[src/fetch_settings.svh]
`ifndef FETCH_SETTINGS_SVH
`define FETCH_SETTINGS_SVH

// Width of every byte address in the fetch path
`define FETCH_ADDR_W 32

// Boot register value after reset
`define FETCH_BOOT_ADDR 32'h0000_0080

// Width of the delivered and compressed instruction counters
`define FETCH_CNT_W 16

`endif
[src/fetch_pkg.sv]
`include "fetch_settings.svh"

package fetch_pkg;

  // Memory side of the prefetch buffer
  typedef enum logic [1:0] {IDLE, WAIT_GNT, WAIT_RVALID} fetch_state_e;

  // Where the outgoing instruction comes from
  typedef enum logic [2:0] {
    FULL_ALIGNED,   // Whole word from memory
    C_ALIGNED,      // Lower half of the word is a compressed instruction
    C_MISALIGNED,   // Upper half of the word is a compressed instruction
    C_IN_REG,       // Half-word register alone, or the first half of a split
    SPLIT_IN_REG    // Lower half in the register and upper half from memory
  } instr_format_e;

  // Configuration register selector
  typedef enum logic [2:0] {CFG_BOOT, CFG_ENABLE, CFG_JUMP, CFG_COUNT, CFG_CCOUNT} cfg_reg_e;

  //////////////////////////////
  // Port bundles

  typedef struct packed {
    logic                     req;
    logic [`FETCH_ADDR_W-1:0] addr;    // Always word aligned
  } imem_req_t;

  typedef struct packed {
    logic        gnt;
    logic        rvalid;
    logic [31:0] rdata;
  } imem_rsp_t;

  typedef struct packed {
    logic                     branch;  // One-cycle pulse
    logic [`FETCH_ADDR_W-1:0] addr;
  } redirect_t;

  typedef struct packed {
    logic                     valid;
    logic [31:0]              rdata;
    logic [`FETCH_ADDR_W-1:0] addr;
  } fetch_out_t;

  typedef struct packed {
    logic                     we;      // Single-cycle write strobe
    cfg_reg_e                 sel;
    logic [`FETCH_ADDR_W-1:0] wdata;
  } cfg_wr_t;

endpackage

[src/fetch_top.sv]
`include "fetch_settings.svh"

module fetch_top (
  input  logic                     clk,
  input  logic                     rst_n,
  input  fetch_pkg::cfg_wr_t       cfg_wr_i,
  input  fetch_pkg::cfg_reg_e      cfg_sel_i,
  output logic [`FETCH_ADDR_W-1:0] cfg_rdata_o,
  input  logic                     ready_i,
  output fetch_pkg::fetch_out_t    out_o,
  output fetch_pkg::imem_req_t     imem_req_o,
  input  fetch_pkg::imem_rsp_t     imem_rsp_i,
  output logic                     busy_o
);
  import fetch_pkg::*;

  logic      fetch_req;     // Enable level into the buffer
  redirect_t redirect;      // Boot or jump target with its pulse
  logic      delivered;
  logic      compressed;

  fetch_ctrl_regs i_fetch_ctrl_regs (
    .clk          (clk),
    .rst_n        (rst_n),
    .cfg_wr_i     (cfg_wr_i),
    .cfg_sel_i    (cfg_sel_i),
    .cfg_rdata_o  (cfg_rdata_o),
    .delivered_i  (delivered),
    .compressed_i (compressed),
    .fetch_req_o  (fetch_req),
    .redirect_o   (redirect)
  );

  fetch_prefetch_buffer i_fetch_prefetch_buffer (
    .clk          (clk),
    .rst_n        (rst_n),
    .fetch_req_i  (fetch_req),
    .redirect_i   (redirect),
    .ready_i      (ready_i),
    .out_o        (out_o),
    .imem_req_o   (imem_req_o),
    .imem_rsp_i   (imem_rsp_i),
    .delivered_o  (delivered),
    .compressed_o (compressed),
    .busy_o       (busy_o)
  );

endmodule

[src/fetch_prefetch_buffer.sv]
`include "fetch_settings.svh"

module fetch_prefetch_buffer (
  input  logic                  clk,
  input  logic                  rst_n,
  input  logic                  fetch_req_i,  // Fetch enable level
  input  fetch_pkg::redirect_t  redirect_i,
  input  logic                  ready_i,      // Decode can take an instruction
  output fetch_pkg::fetch_out_t out_o,
  output fetch_pkg::imem_req_t  imem_req_o,
  input  fetch_pkg::imem_rsp_t  imem_rsp_i,
  output logic                  delivered_o,  // Transfer to decode this cycle
  output logic                  compressed_o, // The transferred instruction is compressed
  output logic                  busy_o
);
  import fetch_pkg::*;

  fetch_state_e             state_q, state_n;
  logic [`FETCH_ADDR_W-1:0] fetch_addr_q, fetch_addr_n;  // Address of the next instruction
  logic [`FETCH_ADDR_W-1:0] saved_addr_q, saved_addr_n;  // First address of a split instruction
  logic [`FETCH_ADDR_W-1:0] req_addr_q;                  // Word address held while waiting for gnt
  logic [15:0]              hw_q, hw_n;                  // Upper half of the last consumed word
  logic                     hw_valid_q, hw_valid_n;
  logic                     second_q, second_n;          // Outstanding fetch is the split upper half
  logic                     stalled_q, stalled_n;        // Word parked in the stall register
  logic                     discard_q, discard_n;        // Next rvalid belongs to a stale request
  logic [31:0]              stall_data_q;

  // Combinational signals
  logic [31:0]              data_mux;   // Memory data or the parked word
  logic [31:0]              rdata;
  instr_format_e            fmt;
  logic [`FETCH_ADDR_W-1:0] pc_next;    // Output of the one shared PC adder
  logic [`FETCH_ADDR_W-1:0] addr_mux;   // Address of a request issued this cycle
  logic [`FETCH_ADDR_W-1:0] word_addr;
  logic [`FETCH_ADDR_W-1:0] out_addr;
  logic                     out_valid;
  logic                     issue;      // New request starts this cycle

  assign data_mux  = stalled_q ? stall_data_q : imem_rsp_i.rdata;
  assign word_addr = {addr_mux[`FETCH_ADDR_W-1:2], 2'b00};

  // Only a full aligned word advances by four
  assign pc_next = fetch_addr_q + `FETCH_ADDR_W'((fmt == FULL_ALIGNED) ? 3'd4 : 3'd2);

  // Format follows from the state, the alignment and the low bits of the data
  always_comb begin
    if (state_q == IDLE) begin
      fmt = C_IN_REG;                                   // Only the half-word register is used
    end else if (second_q) begin
      fmt = SPLIT_IN_REG;
    end else if (!fetch_addr_q[1]) begin
      fmt = (data_mux[1:0] != 2'b11) ? C_ALIGNED : FULL_ALIGNED;
    end else begin
      fmt = (data_mux[17:16] != 2'b11) ? C_MISALIGNED : C_IN_REG;  // C_IN_REG starts a split
    end
  end

  // Build the outgoing instruction and fill unused upper bits with zeros
  always_comb begin
    case (fmt)
      C_ALIGNED:    rdata = {16'h0000, data_mux[15:0]};
      C_MISALIGNED: rdata = {16'h0000, data_mux[31:16]};
      C_IN_REG:     rdata = {16'h0000, hw_q};
      SPLIT_IN_REG: rdata = {data_mux[15:0], hw_q};
      default:      rdata = data_mux;
    endcase
  end

  //////////////////////////////
  // Memory FSM

  always_comb begin
    state_n      = state_q;
    fetch_addr_n = fetch_addr_q;
    saved_addr_n = saved_addr_q;
    hw_n         = hw_q;
    hw_valid_n   = hw_valid_q;
    second_n     = second_q;
    stalled_n    = stalled_q;
    discard_n    = discard_q;
    addr_mux     = fetch_addr_q;
    out_addr     = fetch_addr_q;
    out_valid    = 1'b0;
    issue        = 1'b0;

    // A redirect drops the buffered half-word and any split in progress
    if (redirect_i.branch) begin
      fetch_addr_n = redirect_i.addr;
      addr_mux     = redirect_i.addr;
      hw_valid_n   = 1'b0;
      second_n     = 1'b0;
      stalled_n    = 1'b0;
    end

    case (state_q)
      IDLE: begin
        second_n  = 1'b0;
        stalled_n = 1'b0;
        if (redirect_i.branch) begin
          issue = fetch_req_i;                          // First request in the pulse cycle
        end else if (fetch_req_i) begin
          if (hw_valid_q && fetch_addr_q[1]) begin      // Instruction starts in the register
            addr_mux = pc_next;
            if (hw_q[1:0] != 2'b11) begin
              out_valid = 1'b1;                         // Compressed, no memory access needed
              if (ready_i) fetch_addr_n = pc_next;
            end else begin
              second_n     = 1'b1;                      // Split, fetch the upper half
              saved_addr_n = fetch_addr_q;
              fetch_addr_n = pc_next;
              issue        = 1'b1;
            end
          end else begin
            issue = 1'b1;
          end
        end
      end

      WAIT_GNT: begin
        if (redirect_i.branch) discard_n = 1'b1;        // Request stays up but its data is stale
        if (imem_rsp_i.gnt) state_n = WAIT_RVALID;
      end

      WAIT_RVALID: begin
        if (discard_q) begin
          if (imem_rsp_i.rvalid) begin                  // Swallow the stale response
            discard_n = 1'b0;
            state_n   = IDLE;
          end
        end else if (redirect_i.branch) begin
          if (imem_rsp_i.rvalid || stalled_q) begin
            state_n = IDLE;
            issue   = fetch_req_i;                      // Nothing outstanding, jump right away
          end else begin
            discard_n = 1'b1;
          end
        end else if (imem_rsp_i.rvalid || stalled_q) begin
          addr_mux = pc_next;
          out_addr = second_q ? saved_addr_q : fetch_addr_q;
          if (fmt == C_IN_REG) begin
            // Lower half of a split is known and the upper half is fetched even under stall
            hw_n         = data_mux[31:16];
            hw_valid_n   = 1'b1;
            second_n     = 1'b1;
            stalled_n    = 1'b0;
            saved_addr_n = fetch_addr_q;
            fetch_addr_n = pc_next;
            issue        = 1'b1;
          end else begin
            out_valid = 1'b1;
            if (ready_i) begin
              hw_n         = data_mux[31:16];
              hw_valid_n   = 1'b1;
              second_n     = 1'b0;
              stalled_n    = 1'b0;
              fetch_addr_n = pc_next;
              if (fmt == FULL_ALIGNED || fmt == C_MISALIGNED) begin
                issue = 1'b1;                           // Word used up, fetch the next one
              end else begin
                state_n = IDLE;                         // Upper half waits in the register
              end
            end else begin
              stalled_n = 1'b1;                         // Park the word until decode is ready
            end
          end
        end
      end

      default: state_n = IDLE;
    endcase

    if (issue) state_n = imem_rsp_i.gnt ? WAIT_RVALID : WAIT_GNT;
  end

  //////////////////////////////
  // Registers

  always_ff @(posedge clk or negedge rst_n) begin
    if (!rst_n) begin
      state_q      <= IDLE;
      fetch_addr_q <= '0;
      hw_valid_q   <= 1'b0;
      second_q     <= 1'b0;
      stalled_q    <= 1'b0;
      discard_q    <= 1'b0;
    end else begin
      state_q      <= state_n;
      fetch_addr_q <= fetch_addr_n;
      hw_valid_q   <= hw_valid_n;
      second_q     <= second_n;
      stalled_q    <= stalled_n;
      discard_q    <= discard_n;
    end
  end

  always_ff @(posedge clk) begin
    hw_q         <= hw_n;
    saved_addr_q <= saved_addr_n;
    if (issue) req_addr_q <= word_addr;                 // Keeps addr stable until gnt
    if (imem_rsp_i.rvalid && !stalled_q) stall_data_q <= imem_rsp_i.rdata;
  end

  // While waiting for gnt the held address wins even after a redirect
  assign imem_req_o = '{req:  issue | (state_q == WAIT_GNT),
                        addr: (state_q == WAIT_GNT) ? req_addr_q : word_addr};

  assign out_o = '{valid: out_valid, rdata: rdata, addr: out_addr};

  assign delivered_o  = out_valid & ready_i;
  assign compressed_o = delivered_o & (rdata[1:0] != 2'b11);
  assign busy_o       = (state_q != IDLE) | imem_req_o.req;

endmodule

[src/fetch_ctrl_regs.sv]
`include "fetch_settings.svh"

module fetch_ctrl_regs (
  input  logic                     clk,
  input  logic                     rst_n,
  input  fetch_pkg::cfg_wr_t       cfg_wr_i,      // Single-cycle write strobe
  input  fetch_pkg::cfg_reg_e      cfg_sel_i,     // Readback selector
  output logic [`FETCH_ADDR_W-1:0] cfg_rdata_o,
  input  logic                     delivered_i,
  input  logic                     compressed_i,
  output logic                     fetch_req_o,
  output fetch_pkg::redirect_t     redirect_o
);
  import fetch_pkg::*;

  logic [`FETCH_ADDR_W-1:0] boot_q;
  logic                     enable_q;
  logic                     branch_q;   // Redirect pulse
  logic [`FETCH_ADDR_W-1:0] target_q;   // Redirect target
  logic [`FETCH_CNT_W-1:0]  cnt_q;      // Delivered instructions
  logic [`FETCH_CNT_W-1:0]  ccnt_q;     // Delivered compressed instructions

  // Counters stick at their maximum
  function automatic logic [`FETCH_CNT_W-1:0] sat_inc(input logic [`FETCH_CNT_W-1:0] v);
    return (&v) ? v : v + `FETCH_CNT_W'(1);
  endfunction

  always_ff @(posedge clk or negedge rst_n) begin
    if (!rst_n) begin
      boot_q   <= `FETCH_BOOT_ADDR;
      enable_q <= 1'b0;
      branch_q <= 1'b0;
    end else begin
      branch_q <= 1'b0;
      if (cfg_wr_i.we) begin
        case (cfg_wr_i.sel)
          CFG_BOOT: boot_q <= cfg_wr_i.wdata;
          CFG_ENABLE: begin
            enable_q <= cfg_wr_i.wdata[0];
            branch_q <= cfg_wr_i.wdata[0] & ~enable_q;  // Rising enable starts at boot
          end
          CFG_JUMP: branch_q <= 1'b1;
          default: ;                                    // Counters ignore writes
        endcase
      end
    end
  end

  // Target is captured at the write edge and shows with the pulse one cycle later
  always_ff @(posedge clk) begin
    if (cfg_wr_i.we && cfg_wr_i.sel == CFG_JUMP) target_q <= cfg_wr_i.wdata;
    else if (cfg_wr_i.we && cfg_wr_i.sel == CFG_ENABLE) target_q <= boot_q;
  end

  always_ff @(posedge clk or negedge rst_n) begin
    if (!rst_n) begin
      cnt_q  <= '0;
      ccnt_q <= '0;
    end else if (branch_q) begin                        // A new stream restarts the counts
      cnt_q  <= '0;
      ccnt_q <= '0;
    end else if (delivered_i) begin
      cnt_q <= sat_inc(cnt_q);
      if (compressed_i) ccnt_q <= sat_inc(ccnt_q);
    end
  end

  always_comb begin
    case (cfg_sel_i)
      CFG_BOOT:   cfg_rdata_o = boot_q;
      CFG_ENABLE: cfg_rdata_o = `FETCH_ADDR_W'(enable_q);
      CFG_COUNT:  cfg_rdata_o = `FETCH_ADDR_W'(cnt_q);
      CFG_CCOUNT: cfg_rdata_o = `FETCH_ADDR_W'(ccnt_q);
      default:    cfg_rdata_o = '0;                     // Jump register has no readback
    endcase
  end

  assign fetch_req_o = enable_q;
  assign redirect_o  = '{branch: branch_q, addr: target_q};

endmodule

[config.mk]
export PLATFORM = sky130hd
export DESIGN_NAME = fetch_top
export DESIGN_NICKNAME = d
export VERILOG_FILES = /design/src/fetch_pkg.sv /design/src/fetch_top.sv /design/src/fetch_prefetch_buffer.sv /design/src/fetch_ctrl_regs.sv
export VERILOG_INCLUDE_DIRS = /design/src
export SDC_FILE = /design/constraint.sdc
export NUM_CORES = 1
export LEC_CHECK = 0
export BUFFER_PORTS_ARGS = -buffer_cell sky130_fd_sc_hd__buf_4
export CAP_MARGIN = 20
export CORE_ASPECT_RATIO = 0.5
export CORE_MARGIN = 4
export CORE_UTILIZATION = 34
export CTS_CLUSTER_SIZE = 40
export DETAILED_ROUTE_END_ITERATION = 10
export PLACE_DENSITY = 0.56
export SYNTH_ARGS = -nofsm -noshare
export SYNTH_HDL_FRONTEND = slang
export SYNTH_SLANG_ARGS = --single-unit
[constraint.sdc]
create_clock -name clk -period 4.45 [get_ports clk]
set_clock_uncertainty 0.05 [all_clocks]
set_input_delay 0.445 -clock clk [delete_from_list [all_inputs] [get_ports clk]]
set_output_delay 0.445 -clock clk [all_outputs]
set_load 0.01 [all_outputs]
# --- Word-level counts from Yosys, hierarchy flattened ---
# Index checks and enable logic that the tools add are counted.
totals:
  regBits: 246
  input_bits: 76
  output_inout_bits: 131
  word_cells: 206
op_classes:
  n_addsub: 3
  eq_ne: 33
  n_mux: 118
  n_bitwise: 8
  reduce_logical: 28
ops:
  columns: ["op", "count"]
  rows:
  - ["2-to-1 mux 32 bit", 33]
  - ["one-hot mux 32 bit (4 select lines)", 2]
  - ["one-hot mux 32 bit (2 select lines)", 3]
  - ["2-to-1 mux 16 bit", 9]
  - ["2-to-1 mux 1 bit", 49]
  - ["adder 16 x 1 -> 16 bit (second input constant)", 2]
  - ["adder 32 bit", 1]
  - ["AND reduction 16 bit", 2]
  - ["2-to-1 mux 2 bit", 11]
  - ["!= test 2 bit (second input constant)", 11]
  - ["!= test 5 x 3 -> 1 bit (second input constant)", 3]
  - ["nonzero test 2 bit", 7]
  - ["== test 3 x 2 -> 1 bit (second input constant)", 4]
  - ["2-to-1 mux 3 bit", 4]
  - ["one-hot mux 1 bit (2 select lines)", 6]
  - ["!= test 2 x 1 -> 1 bit (second input constant)", 5]
  - ["== test 3 x 1 -> 1 bit (second input constant)", 3]
  - ["logical NOT 3 bit", 3]
  - ["AND reduction 9 bit", 1]
  - ["AND reduction 2 bit", 4]
  - ["AND reduction 7 bit", 1]
  - ["== test 3 bit (second input constant)", 2]
  - ["one-hot mux 2 bit (3 select lines)", 1]
  - ["AND reduction 5 bit", 1]
  - ["other kinds (13)", 22]

# --- Longest topological paths before layout ---
# Gate-level depths: netlist of run 1.
logic_depth:
  word_depth: 17
  depth_mapped: 14
  depth_no_buf: 11

# --- By module ---
# A second synthesis of run 1 with hierarchy kept.
hier_totals:
  cells_unflattened: 1490
  hier_area_um2: 14905.5
by_module_without_submodules:
  columns: ["mod", "n_inst", "cells_each", "area_per_inst_um2", "seq_area_each_um2"]
  rows:
  - ["fetch_prefetch_buffer", 1, 1068, 9998.3, 4254.1]
  - ["fetch_ctrl_regs", 1, 422, 4907.2, 2613.8]

# --- Worst setup path before layout of run 1 ---
# OpenSTA, ideal clock, no wires.
synth_timing:
  path_type: "register to output"
  startpoint: "register i_fetch_prefetch_buffer.state_q[1]"
  endpoint: "output port imem_req_o[14] (netlist bit)"
  arrival_time_ns: 3.218
  required_time_ns: 3.955
  slack_ns: 0.737
  stages_incl_launch_ff: 15
  n_path_buf: 3
  cell_sequence: "dfrtp_1 > buf_4 > o21bai_1 > nor2_1 > nand2_1 > clkbuf_1 > inv_1 > ha_1 > a21oi_1 > or4_1 > clkbuf_1 > nor2_1 > mux2_2 > o221a_2 > mux2_2"
synth_rtl:
  columns: ["item", "line", "text"]
  rows:
  - ["from (decl)", "fetch_prefetch_buffer.sv:18", "fetch_state_e state_q, state_n;"]
  - ["from (signal assigned)", "fetch_prefetch_buffer.sv:188", "state_q <= state_n;"]
  - ["to (decl)", "fetch_top.sv:11", "output fetch_pkg::imem_req_t imem_req_o,"]

==> results of run 1 <==
-- area by class of cell --
type | instances | area, sq um
inverters | 35 | 131
clock buffers | 29 | 672
well taps | 520 | 651
repair buffers | 236 | 1770
clock inverters | 19 | 236
multi-input cells | 870 | 6080
fillers | 3650 | 21600
diodes | 3 | 7.51
flip-flops and latches | 246 | 6870
-- cell usage after synthesis, drive strengths merged (17+ instances only) --
library cell / n / area share (%)
inv: 34 / 0.96
dfrtp: 103 / 19
nor2: 105 / 3.0
o22ai: 25 / 1.2
nand2: 112 / 3.2
xor2: 18 / 1.2
mux2: 126 / 11
o21ai: 62 / 2.3
clkbuf: 49 / 1.4
edfxtp: 142 / 32
nand4: 20 / 0.94
nor3: 21 / 0.98
o221ai: 17 / 1.1
and2: 21 / 0.98
a21oi: 57 / 2.1
mux2i: 69 / 5.2
buf: 27 / 1.1
nand3: 45 / 1.7
-- flip-flops by register name, indices dropped and copies added, names as in the netlist --
register,flops
i_fetch_prefetch_buffer.fetch_addr_q,32
i_fetch_prefetch_buffer.state_q,2
i_fetch_prefetch_buffer.stall_data_q,32
i_fetch_ctrl_regs.cnt_q,16
i_fetch_ctrl_regs.target_q,32
i_fetch_ctrl_regs.fetch_req_o,1
i_fetch_prefetch_buffer.hw_valid_q,1
i_fetch_prefetch_buffer.discard_q,1
i_fetch_prefetch_buffer.stalled_q,1
i_fetch_ctrl_regs.ccnt_q,16
i_fetch_ctrl_regs.branch_q,1
i_fetch_prefetch_buffer.second_q,1
i_fetch_prefetch_buffer.req_addr_q,30
i_fetch_prefetch_buffer.hw_q,16
i_fetch_prefetch_buffer.saved_addr_q,32
i_fetch_ctrl_regs.boot_q,32
-- timing repair --
item | in CTS | in global routing
pin swaps | 0 | 1
gates resized for setup | 2 | 7
hold buffers | 1 | 0
setup endpoints to repair | 4 | 14
buffers inserted | 0 | 1
hold endpoints to repair | 32 | 0
-- per-layer routing --
layer | part of all wire [%] | GRT usage (%) | vias to the layer above | wire length, microns
li1 | - | - | 4947 | -
met1 | 44 | 25.3 | 5312 | 17900
met5 | 0 | 0 | - | 0
met3 | 6.3 | 3.20 | 71 | 2570
met4 | 2.4 | 5.70 | 0 | 995
met2 | 47 | 30.1 | 361 | 19400
-- cell families (layout without fill, tap and decap cells) --
kind of cell | Yosys count | after routing | share of synthesized area [%]
AND/OR/NAND/NOR | 397 | 397 | 14.6
flip-flops | 246 | 246 | 51.5
AO/OA/AOI/OAI | 244 | 244 | 12.2
multiplexers | 195 | 195 | 15.9
buffers and inverters | 111 | 319 | 3.50
XOR/XNOR | 27 | 27 | 1.77
adder cells (fa/ha/maj) | 5 | 5 | 0.525
other | 1 | 5 | 0.0281
-- worst max path at each step --
stage	cells after the start	to	slack [ps]
after floorplan	14	imem_req_o[14]	740
after global placement	12	imem_req_o[24]	640
after detailed placement	12	imem_req_o[24]	490
after CTS	12	imem_req_o[14]	30
after global routing	12	imem_req_o[15]	40
final	12	imem_req_o[15]	250
-- where the power goes --
group	switching [uW]	total (uW)	internal, uW
logic	2330	4100	1770
clock network	965	2350	1380
registers	452	3490	3030
total	3750	9940	6190
-- cells in the final DEF (no fill, tap or decap), drive strengths merged, types with 7 or more instances in the layout --
cell,n
a21oi,57
a311oi,7
a31oi,7
and2,21
and3,13
buf,235
clkbuf,29
clkinv,11
dfrtp,103
edfxtp,142
inv,34
mux2,126
mux2i,69
nand2,112
nand2b,11
nand3,45
nand4,20
nor2,105
nor2b,7
nor3,21
nor4,7
o21ai,62
o221ai,17
o22ai,25
or2,8
or3,8
xnor2,9
xor2,18
-- stage by stage --
| stage | area [sq um] | worst slack [ps] | hold WS [ps] | power, uW | utilization, % |
|---|---|---|---|---|---|
| after floorplan | 13300 | 737 | 99.4 | 5800 | - |
| after global placement | 15400 | 642 | 400 | 7510 | 40.6 |
| after detailed placement | 15400 | 485 | 400 | 7590 | 40.6 |
| after CTS | 16400 | 30.1 | 8.13 | 9980 | 43.0 |
| after global routing | 16400 | 44.7 | 9.32 | 10500 | 43.2 |
| final | 16400 | 248 | 34.1 | 9940 | 43.2 |
-- worst reg2reg max path: stages, from the launching register on --
cell and delay, ps:
dfrtp_2 370, buf_4 340, mux2i_2 550, o31ai_1 320, a22oi_1 710, nand2_1 420
a21oi_1 240, a221oi_1 60
==> impl_metrics.json, run 1 <==
{
  "ys_ff_latch": 246,
  "dr.pass1.iters": 6,
  "peakVddDrop_v": 0.000287,
  "min_delay_worst_endpoint": "i_fetch_prefetch_buffer.state_q[0]",
  "path_cells": "o21bai_1, nor2_2, nand2_1, ha_1, fa_1, nand2_1, or2_2, nor4_2, mux2_1, o221a_2, mux2_2, buf_4",
  "timing_worst_slew_pin_value_ps": 1040,
  "rsz0062_at_grt": "no",
  "postSynthAreaPerCell_sq_um": 10.9,
  "async_reset_ff_share_pct": 42.3,
  "max_stage_delay_ps": 480,
  "synth_edf_count": 142,
  "die_h_microns": 148,
  "worst_hold_path.num_cells": 2,
  "wl_per_cell_microns": 20.9,
  "setup_viol_count_final": 0,
  "path_clk_slew_ps": 70,
  "critPathTopFamily": "adder cells",
  "critical_path_class": "flop to output pin",
  "drt_iter0_drc": 739,
  "cts_buffer_depth": 3,
  "ff2ff_path_depth": 7,
  "clock_latency_ps": 560,
  "vias": 10691,
  "io_pins": 207,
  "ys.flop_type": "edfxtp_1",
  "die_w_microns": 288,
  "cp-start-kind": "flop",
  "syn2layout_area_growth_pct": 23.1,
  "r2r_slack_ps": 1240,
  "grt_pass1_vias": 10719,
  "cp-startpoint": "i_fetch_prefetch_buffer.second_q",
  "grt_pass1_wl_microns": 62800,
  "min_path_type": "primary input to flop",
  "fin_crit_sh_pct": 94.4,
  "instances_no_fill": 1958,
  "yosysSeqAreaShare_pct": 51.5,
  "leakage_uw": 0.00645,
  "tns_ps": 0,
  "outcome": "complete, no violations",
  "worstPathArrival_ps": 3710,
  "syn_inst": 1226,
  "overflow": 0,
  "finalHoldViolations": 0,
  "reg2reg_from": "i_fetch_prefetch_buffer.stalled_q",
  "wirelength_microns": 40900,
  "min_period_ps": 4200,
  "numPortBuffers": 204,
  "grt_antenna_before_repair": 3,
  "htree_levels": 1,
  "slew_headroom_pct": 30.5,
  "slew_viol_final": 0,
  "cts-root-buf": "clkbuf_16",
  "rr_endpoint": "i_fetch_prefetch_buffer.fetch_addr_q[9]",
  "avgViaCountPerCell": 5.46,
  "ys_warn_count": 0,
  "cts_buffers": 26,
  "cp_num_buf_inv": 1,
  "critPathSlowestCell": "fa_1",
  "dp.cells": 1904,
  "synth.distinct_cells": 84,
  "clock-sinks": 246,
  "hpwl_microns": 28800,
  "cp_max_fo": 9,
  "cpMostUsedCell": "nand2_1",
  "dieArea_sq_um": 42700,
  "cap_violations": 0,
  "core_area_sq_um": 38000,
  "drc": 0,
  "syn_area_sq_um": 13300,
  "final_antenna_net_count": 0,
  "gp_congestion": 0.851,
  "drive_gt1_share_pct": 31.4,
  "cp-end-kind": "output pin",
  "grt_max_degree": 56,
  "rows": 50,
  "cts_tree": "built",
  "initial_core_util_pct": 35.1,
  "min-delay-start": "imem_rsp_i[33]",
  "cp_data_required_time_ps": 3950,
  "grt.total_usage_pct": 18.5,
  "p_per_area_nw_per_um2": 605,
  "fmax_ghz": 0.238,
  "final_nets": 1496
}
Power figures use the tool's default switching activity.
==> run 2, diff against run 1 <==
==> constraint.sdc (replaced) <==
create_clock -name clk -period 4.45 [get_ports clk]
set_clock_uncertainty 0.05 [all_clocks]
set_input_delay 0.2225 -clock clk [delete_from_list [all_inputs] [get_ports clk]]
set_output_delay 0.2225 -clock clk [all_outputs]
set_load 0.01 [all_outputs]
==> run 2 against run 1 <==
Compared with the run above: register-to-register slack worse by 160 ps; clock power decreased by 4%; fmax increased by 1.3%; total power shrank 0.98%; critical path type unchanged; first-iteration DRC count is 8.8% higher; flip-flop and latch count unchanged; non-clock buffer count increased by 66.
==> impl_metrics.json, run 2 (synthesized netlist as in run 1, its figures left out) <==
{
  "final_nets": 1562,
  "peakVddDrop_v": 0.000284,
  "path_clk_slew_ps": 60,
  "fin_crit_sh_pct": 93.2,
  "cap_violations": 0,
  "grt.total_usage_pct": 18.7,
  "hold-worst-slack_ps": 43.2,
  "drt_iter0_drc": 804,
  "cp_max_fo": 9,
  "fin_util_pct": 44.8,
  "outcome": "complete, no violations",
  "die_h_microns": 148,
  "gp_congestion": 0.866,
  "rows": 50,
  "slew_headroom_pct": 29.6,
  "fill_cells": 3583,
  "cts_tree": "built",
  "critical_path_class": "flop to output pin",
  "core_area_sq_um": 38000,
  "instances_no_fill": 2025,
  "dieArea_sq_um": 42700,
  "cts_buffer_depth": 3,
  "cts_buffers": 26,
  "numPortBuffers": 204,
  "slew_viol_final": 0,
  "wl_per_cell_microns": 20.5,
  "final_antenna_net_count": 0,
  "cp_data_required_time_ps": 4180,
  "cp-end-kind": "output pin",
  "grt_pass1_wl_microns": 63500,
  "clock-sinks": 246,
  "layout_commonest_cell": "buf_4",
  "rsz0062_at_grt": "no",
  "min_path_type": "primary input to flop",
  "die_w_microns": 288,
  "vias": 10970,
  "wirelength_microns": 41600,
  "clock_latency_ps": 550,
  "initial_core_util_pct": 35.1,
  "syn2layout_area_growth_pct": 27.6,
  "overflow": 0,
  "reg2reg_from": "i_fetch_prefetch_buffer.second_q",
  "grt_pass1_vias": 10889,
  "drc": 0,
  "hpwl_microns": 28700,
  "finalHoldViolations": 0,
  "cp-start-kind": "flop",
  "max_stage_delay_ps": 460,
  "dp.cells": 1904,
  "leakage_uw": 0.00672,
  "worstPathArrival_ps": 3880,
  "htree_levels": 1,
  "timing_worst_slew_pin_value_ps": 1050,
  "setup_viol_count_final": 0,
  "cp-startpoint": "i_fetch_prefetch_buffer.second_q",
  "grt_antenna_before_repair": 3,
  "final_cell_mix": "buf_4 (233), edfxtp_1 (142), mux2_2 (122)",
  "min-delay-start": "cfg_wr_i[32]",
  "p_per_area_nw_per_um2": 578,
  "tns_ps": 0,
  "grt_max_degree": 75,
  "power_uw": 9840,
  "fmax_ghz": 0.241,
  "critPathSlowestCell": "dfrtp_1",
  "dr.pass1.iters": 5,
  "avgViaCountPerCell": 5.42,
  "path_cells": "o21bai_1, nor2_1, nand2_1, inv_1, ha_1, a21oi_1, or4_1, nor2_1, mux2_2, o221a_2, mux2_2, buf_4",
  "min_period_ps": 4150,
  "io_pins": 207,
  "drive_gt1_share_pct": 29.2,
  "cts-root-buf": "clkbuf_16",
  "postCtsSetupRepairBufs": 0
}
-- run 2: critical path, delay by kind of cell, from the launching register on --
| family | cells | cell delay [ps] |
|---|---|---|
| compound gates | 3 | 950 |
| simple gates | 4 | 880 |
| mux | 2 | 540 |
| flops | 1 | 460 |
| buf+inv | 2 | 260 |
| fa+ha+maj | 1 | 230 |
-- run 2: layer usage --
metal	wire length [microns]	share of wire [%]	track usage, %	up-vias
met3	2540	6.1	3.57	67
met4	893	2.1	5.16	0
met2	19900	48	31.4	354
met1	18200	44	25.0	5470
li1	-	-	-	5079
met5	0	0	0	-
-- run 2: layout make-up --
type	count	area (sq um)	share of cell area [%]
Sequential cell	246	6870	40.3
Multi-Input combinational cell	870	6040	35.5
Timing Repair Buffer	302	2460	14.4
Clock buffer	31	689	4.05
Tap cell	520	651	3.82
Clock inverter	17	178	1.04
Inverter	35	131	0.772
Antenna cell	4	10.0	0.0588
-- run 2: final timing paths --
path	slack, ps	depth (start not counted)	to
worst max-delay path	300	12	imem_req_o[14]
worst min-delay path	40	3	i_fetch_ctrl_regs.branch_q
worst max register to register	1080	11	i_fetch_prefetch_buffer.req_addr_q[29]
worst min register to register	440	2	i_fetch_prefetch_buffer.fetch_addr_q[15]
max in group asynchronous	3530	3	i_fetch_ctrl_regs.boot_q[30]
min in group asynchronous	70	2	i_fetch_prefetch_buffer.fetch_addr_q[6]
-- run 2: what timing repair did --
action                     in CTS  in global routing
hold buffers                   68                  0
setup endpoints to repair       0                  0
hold endpoints to repair      187                  0
resized for setup               0                  0
-- run 2: per-stage QoR --
step | instance area [sq um] | setup slack [ps]
4_1_cts | 17000 | 309
5_1_grt | 17000 | 32.0
6_report | 17000 | 302
3_5_place_dp | 15400 | 911
2_1_floorplan | 13300 | 960
3_3_place_gp | 15400 | 995
-- run 2: report_power, final --
part	total, uW	switching [uW]	internal (uW)
clock	2250	959	1290
sequential	3490	459	3030
combinational	4100	2310	1790
==> run 3, diff against run 2 <==
--- a/config.mk
+++ b/config.mk
@@ -6,14 +6,15 @@
 export SDC_FILE = /design/constraint.sdc
 export NUM_CORES = 1
 export LEC_CHECK = 0
-export BUFFER_PORTS_ARGS = -buffer_cell sky130_fd_sc_hd__buf_4
 export CAP_MARGIN = 20
 export CORE_ASPECT_RATIO = 0.5
 export CORE_MARGIN = 4
 export CORE_UTILIZATION = 34
+export CTS_BUF_LIST = sky130_fd_sc_hd__clkbuf_4
 export CTS_CLUSTER_SIZE = 40
 export DETAILED_ROUTE_END_ITERATION = 10
-export PLACE_DENSITY = 0.56
+export DONT_BUFFER_PORTS = 1
+export PLACE_DENSITY = 0.52
 export SYNTH_ARGS = -nofsm -noshare
 export SYNTH_HDL_FRONTEND = slang
 export SYNTH_SLANG_ARGS = --single-unit
==> run 3 against run 2 <==
Compared with the run above: worst setup slack got worse by 46 ps; sequential power barely moved; largest power group unchanged; combinational power fell by 12%; largest cell class unchanged; sequential share of layout area rose by 2.6 points; routed wire length rose by 0.45%; final area fell by 6.0%; critical path type unchanged; flip-flop and latch count did not move; critical endpoint is now imem_req_o[15]; critical path depth fell by 1; register-to-register slack got worse by 250 ps.
==> impl_metrics.json, run 3 (synthesized netlist as in run 1, its figures left out) <==
{
  "avgViaCountPerCell": 5.45,
  "layout_commonest_cell": "edfxtp_1",
  "drive_gt1_share_pct": 22.2,
  "cts_buffers": 60,
  "clock_latency_ps": 780,
  "grt_max_degree": 105,
  "tns_ps": 0,
  "outcome": "complete, no violations",
  "cp_data_required_time_ps": 4180,
  "multi_input_area_sq_um": 6060,
  "fin_area_sq_um": 16000,
  "htree_levels": 2,
  "wl_per_cell_microns": 21.5,
  "clock-sinks": 246,
  "gp_congestion": 0.856,
  "grt_pass1_vias": 10576,
  "cp-end-kind": "output pin",
  "cp-start-kind": "flop",
  "wirelength_microns": 41800,
  "dp.cells": 1711,
  "cap_violations": 0,
  "p_per_area_nw_per_um2": 572,
  "cts-root-buf": "clkbuf_4",
  "postCtsSetupRepairBufs": 0,
  "numPortBuffers": 0,
  "path_clk_slew_ps": 70,
  "leakage_uw": 0.00603,
  "peakVddDrop_v": 0.000186,
  "cts_buffer_depth": 3,
  "slew_headroom_pct": 27.9,
  "rows": 50,
  "vias": 10566,
  "timing_worst_slew_pin_value_ps": 1080,
  "grt_antenna_before_repair": 2,
  "cts_tree": "built",
  "dr.pass1.iters": 5,
  "worstPathArrival_ps": 3920,
  "hpwl_microns": 28400,
  "hold-worst-slack_ps": 37.9,
  "fill_cells": 3658,
  "io_pins": 207,
  "drc": 0,
  "slew_viol_final": 0,
  "setup_viol_count_final": 0,
  "initial_core_util_pct": 35.1,
  "cp_max_fo": 9,
  "grt.total_usage_pct": 18.9,
  "rsz0062_at_grt": "no",
  "power.internal_uw": 5460,
  "final_cell_mix": "edfxtp_1 (142), mux2_2 (122), dlygate4sd3_1 (113)",
  "place_area_sq_um": 14000,
  "min_period_ps": 4190,
  "reg2reg_from": "i_fetch_prefetch_buffer.stalled_q",
  "p_clk_share_pct": 22.5,
  "syn2layout_area_growth_pct": 20.0,
  "grt_pass1_wl_microns": 63200,
  "die_w_microns": 288,
  "drt_iter0_drc": 705,
  "final_nets": 1448,
  "comb_power_share_pct": 39.4,
  "sequentialPowerShare_pct": 38.1,
  "final_antenna_net_count": 0,
  "cp-startpoint": "i_fetch_prefetch_buffer.second_q",
  "overflow": 0,
  "die_h_microns": 148,
  "finalHoldViolations": 0,
  "min_path_type": "primary input to async pin",
  "fin_crit_sh_pct": 94.3,
  "instances_no_fill": 1940,
  "switching_power_uw": 3700,
  "critical_path_class": "flop to output pin",
  "fmax_ghz": 0.238,
  "core_area_sq_um": 38000,
  "switching_share_pct": 40.4,
  "dieArea_sq_um": 42700,
  "regArea_sq_um": 6870
}
run 3: cell count changes in the layout (fill, tap and decap cells not counted), moves of 2 or more:
cell,previous run,this run
clkbuf_1,3,0
nor4_1,6,4
clkbuf_16,26,0
clkinv_1,6,9
diode_2,4,2
nor4_2,0,2
clkinv_2,5,2
nor2_1,104,102
nor2_2,1,3
clkbuf_8,2,0
clkbuf_4,0,99
buf_4,233,40
bufinv_16,3,1
dlygate4sd3_1,68,113
run 3: metrics by stage:
| stage | total power [uW] | setup slack (ps) | utilization [%] |
|---|---|---|---|
| after floorplan | 5800 | 960 | - |
| after global placement | 6880 | 932 | 36.8 |
| after detailed placement | 6940 | 852 | 36.8 |
| after CTS | 9230 | 39.7 | 42.0 |
| after global routing | 9730 | 15.8 | 42.1 |
| final | 9160 | 255 | 42.1 |
run 3: power groups by stage:
stage	clock, uW	sequential (uW)	combinational, uW
3_3_place_gp	0	3510	3370
5_1_grt	2270	3550	3920
2_1_floorplan	0	3320	2480
6_report	2060	3490	3610
3_5_place_dp	0	3530	3410
4_1_cts	2130	3480	3620
run 3: final timing paths:
check	cells after the start	end	slack (ps)
max	11	imem_req_o[15]	260
min	2	i_fetch_prefetch_buffer.fetch_addr_q[4]	40
max reg2reg	7	i_fetch_prefetch_buffer.state_q[1]	830
min reg2reg	1	i_fetch_prefetch_buffer.fetch_addr_q[0]	450
max in group asynchronous	2	i_fetch_ctrl_regs.branch_q	3750
min in group clk	1	i_fetch_prefetch_buffer.stall_data_q[4]	80
run 3: cell type report:
| type | count | share of cell area (%) |
|---|---|---|
| Multi-Input combinational cell | 870 | 37.8 |
| Inverter | 35 | 0.821 |
| Clock inverter | 14 | 0.563 |
| Clock buffer | 99 | 4.64 |
| Sequential cell | 246 | 42.9 |
| Tap cell | 520 | 4.06 |
| Timing Repair Buffer | 154 | 9.11 |
| Antenna cell | 2 | 0.0313 |
run 3: repair_timing:
item / CTS / global route
resized for setup: 0 / 5
hold endpoints to repair: 279 / 0
hold buffers: 114 / 0
setup endpoints to repair: 0 / 18
run 3: critical path, cell delays in order (launching register included):
cell,delay (ps)
dfrtp_1,470
o21bai_1,260
nor2_2,190
nand2_1,140
ha_1,240
fa_1,480
nand2_1,190
or2_2,200
nor4_1,100
mux2_1,320
o221a_2,270
mux2_2,320
run 3: routing by layer:
layer | track usage [%] | share of wire, %
met5 | 0 | 0
met2 | 30.8 | 47
met4 | 5.11 | 1.9
met1 | 25.4 | 44
met3 | 4.59 | 7.1
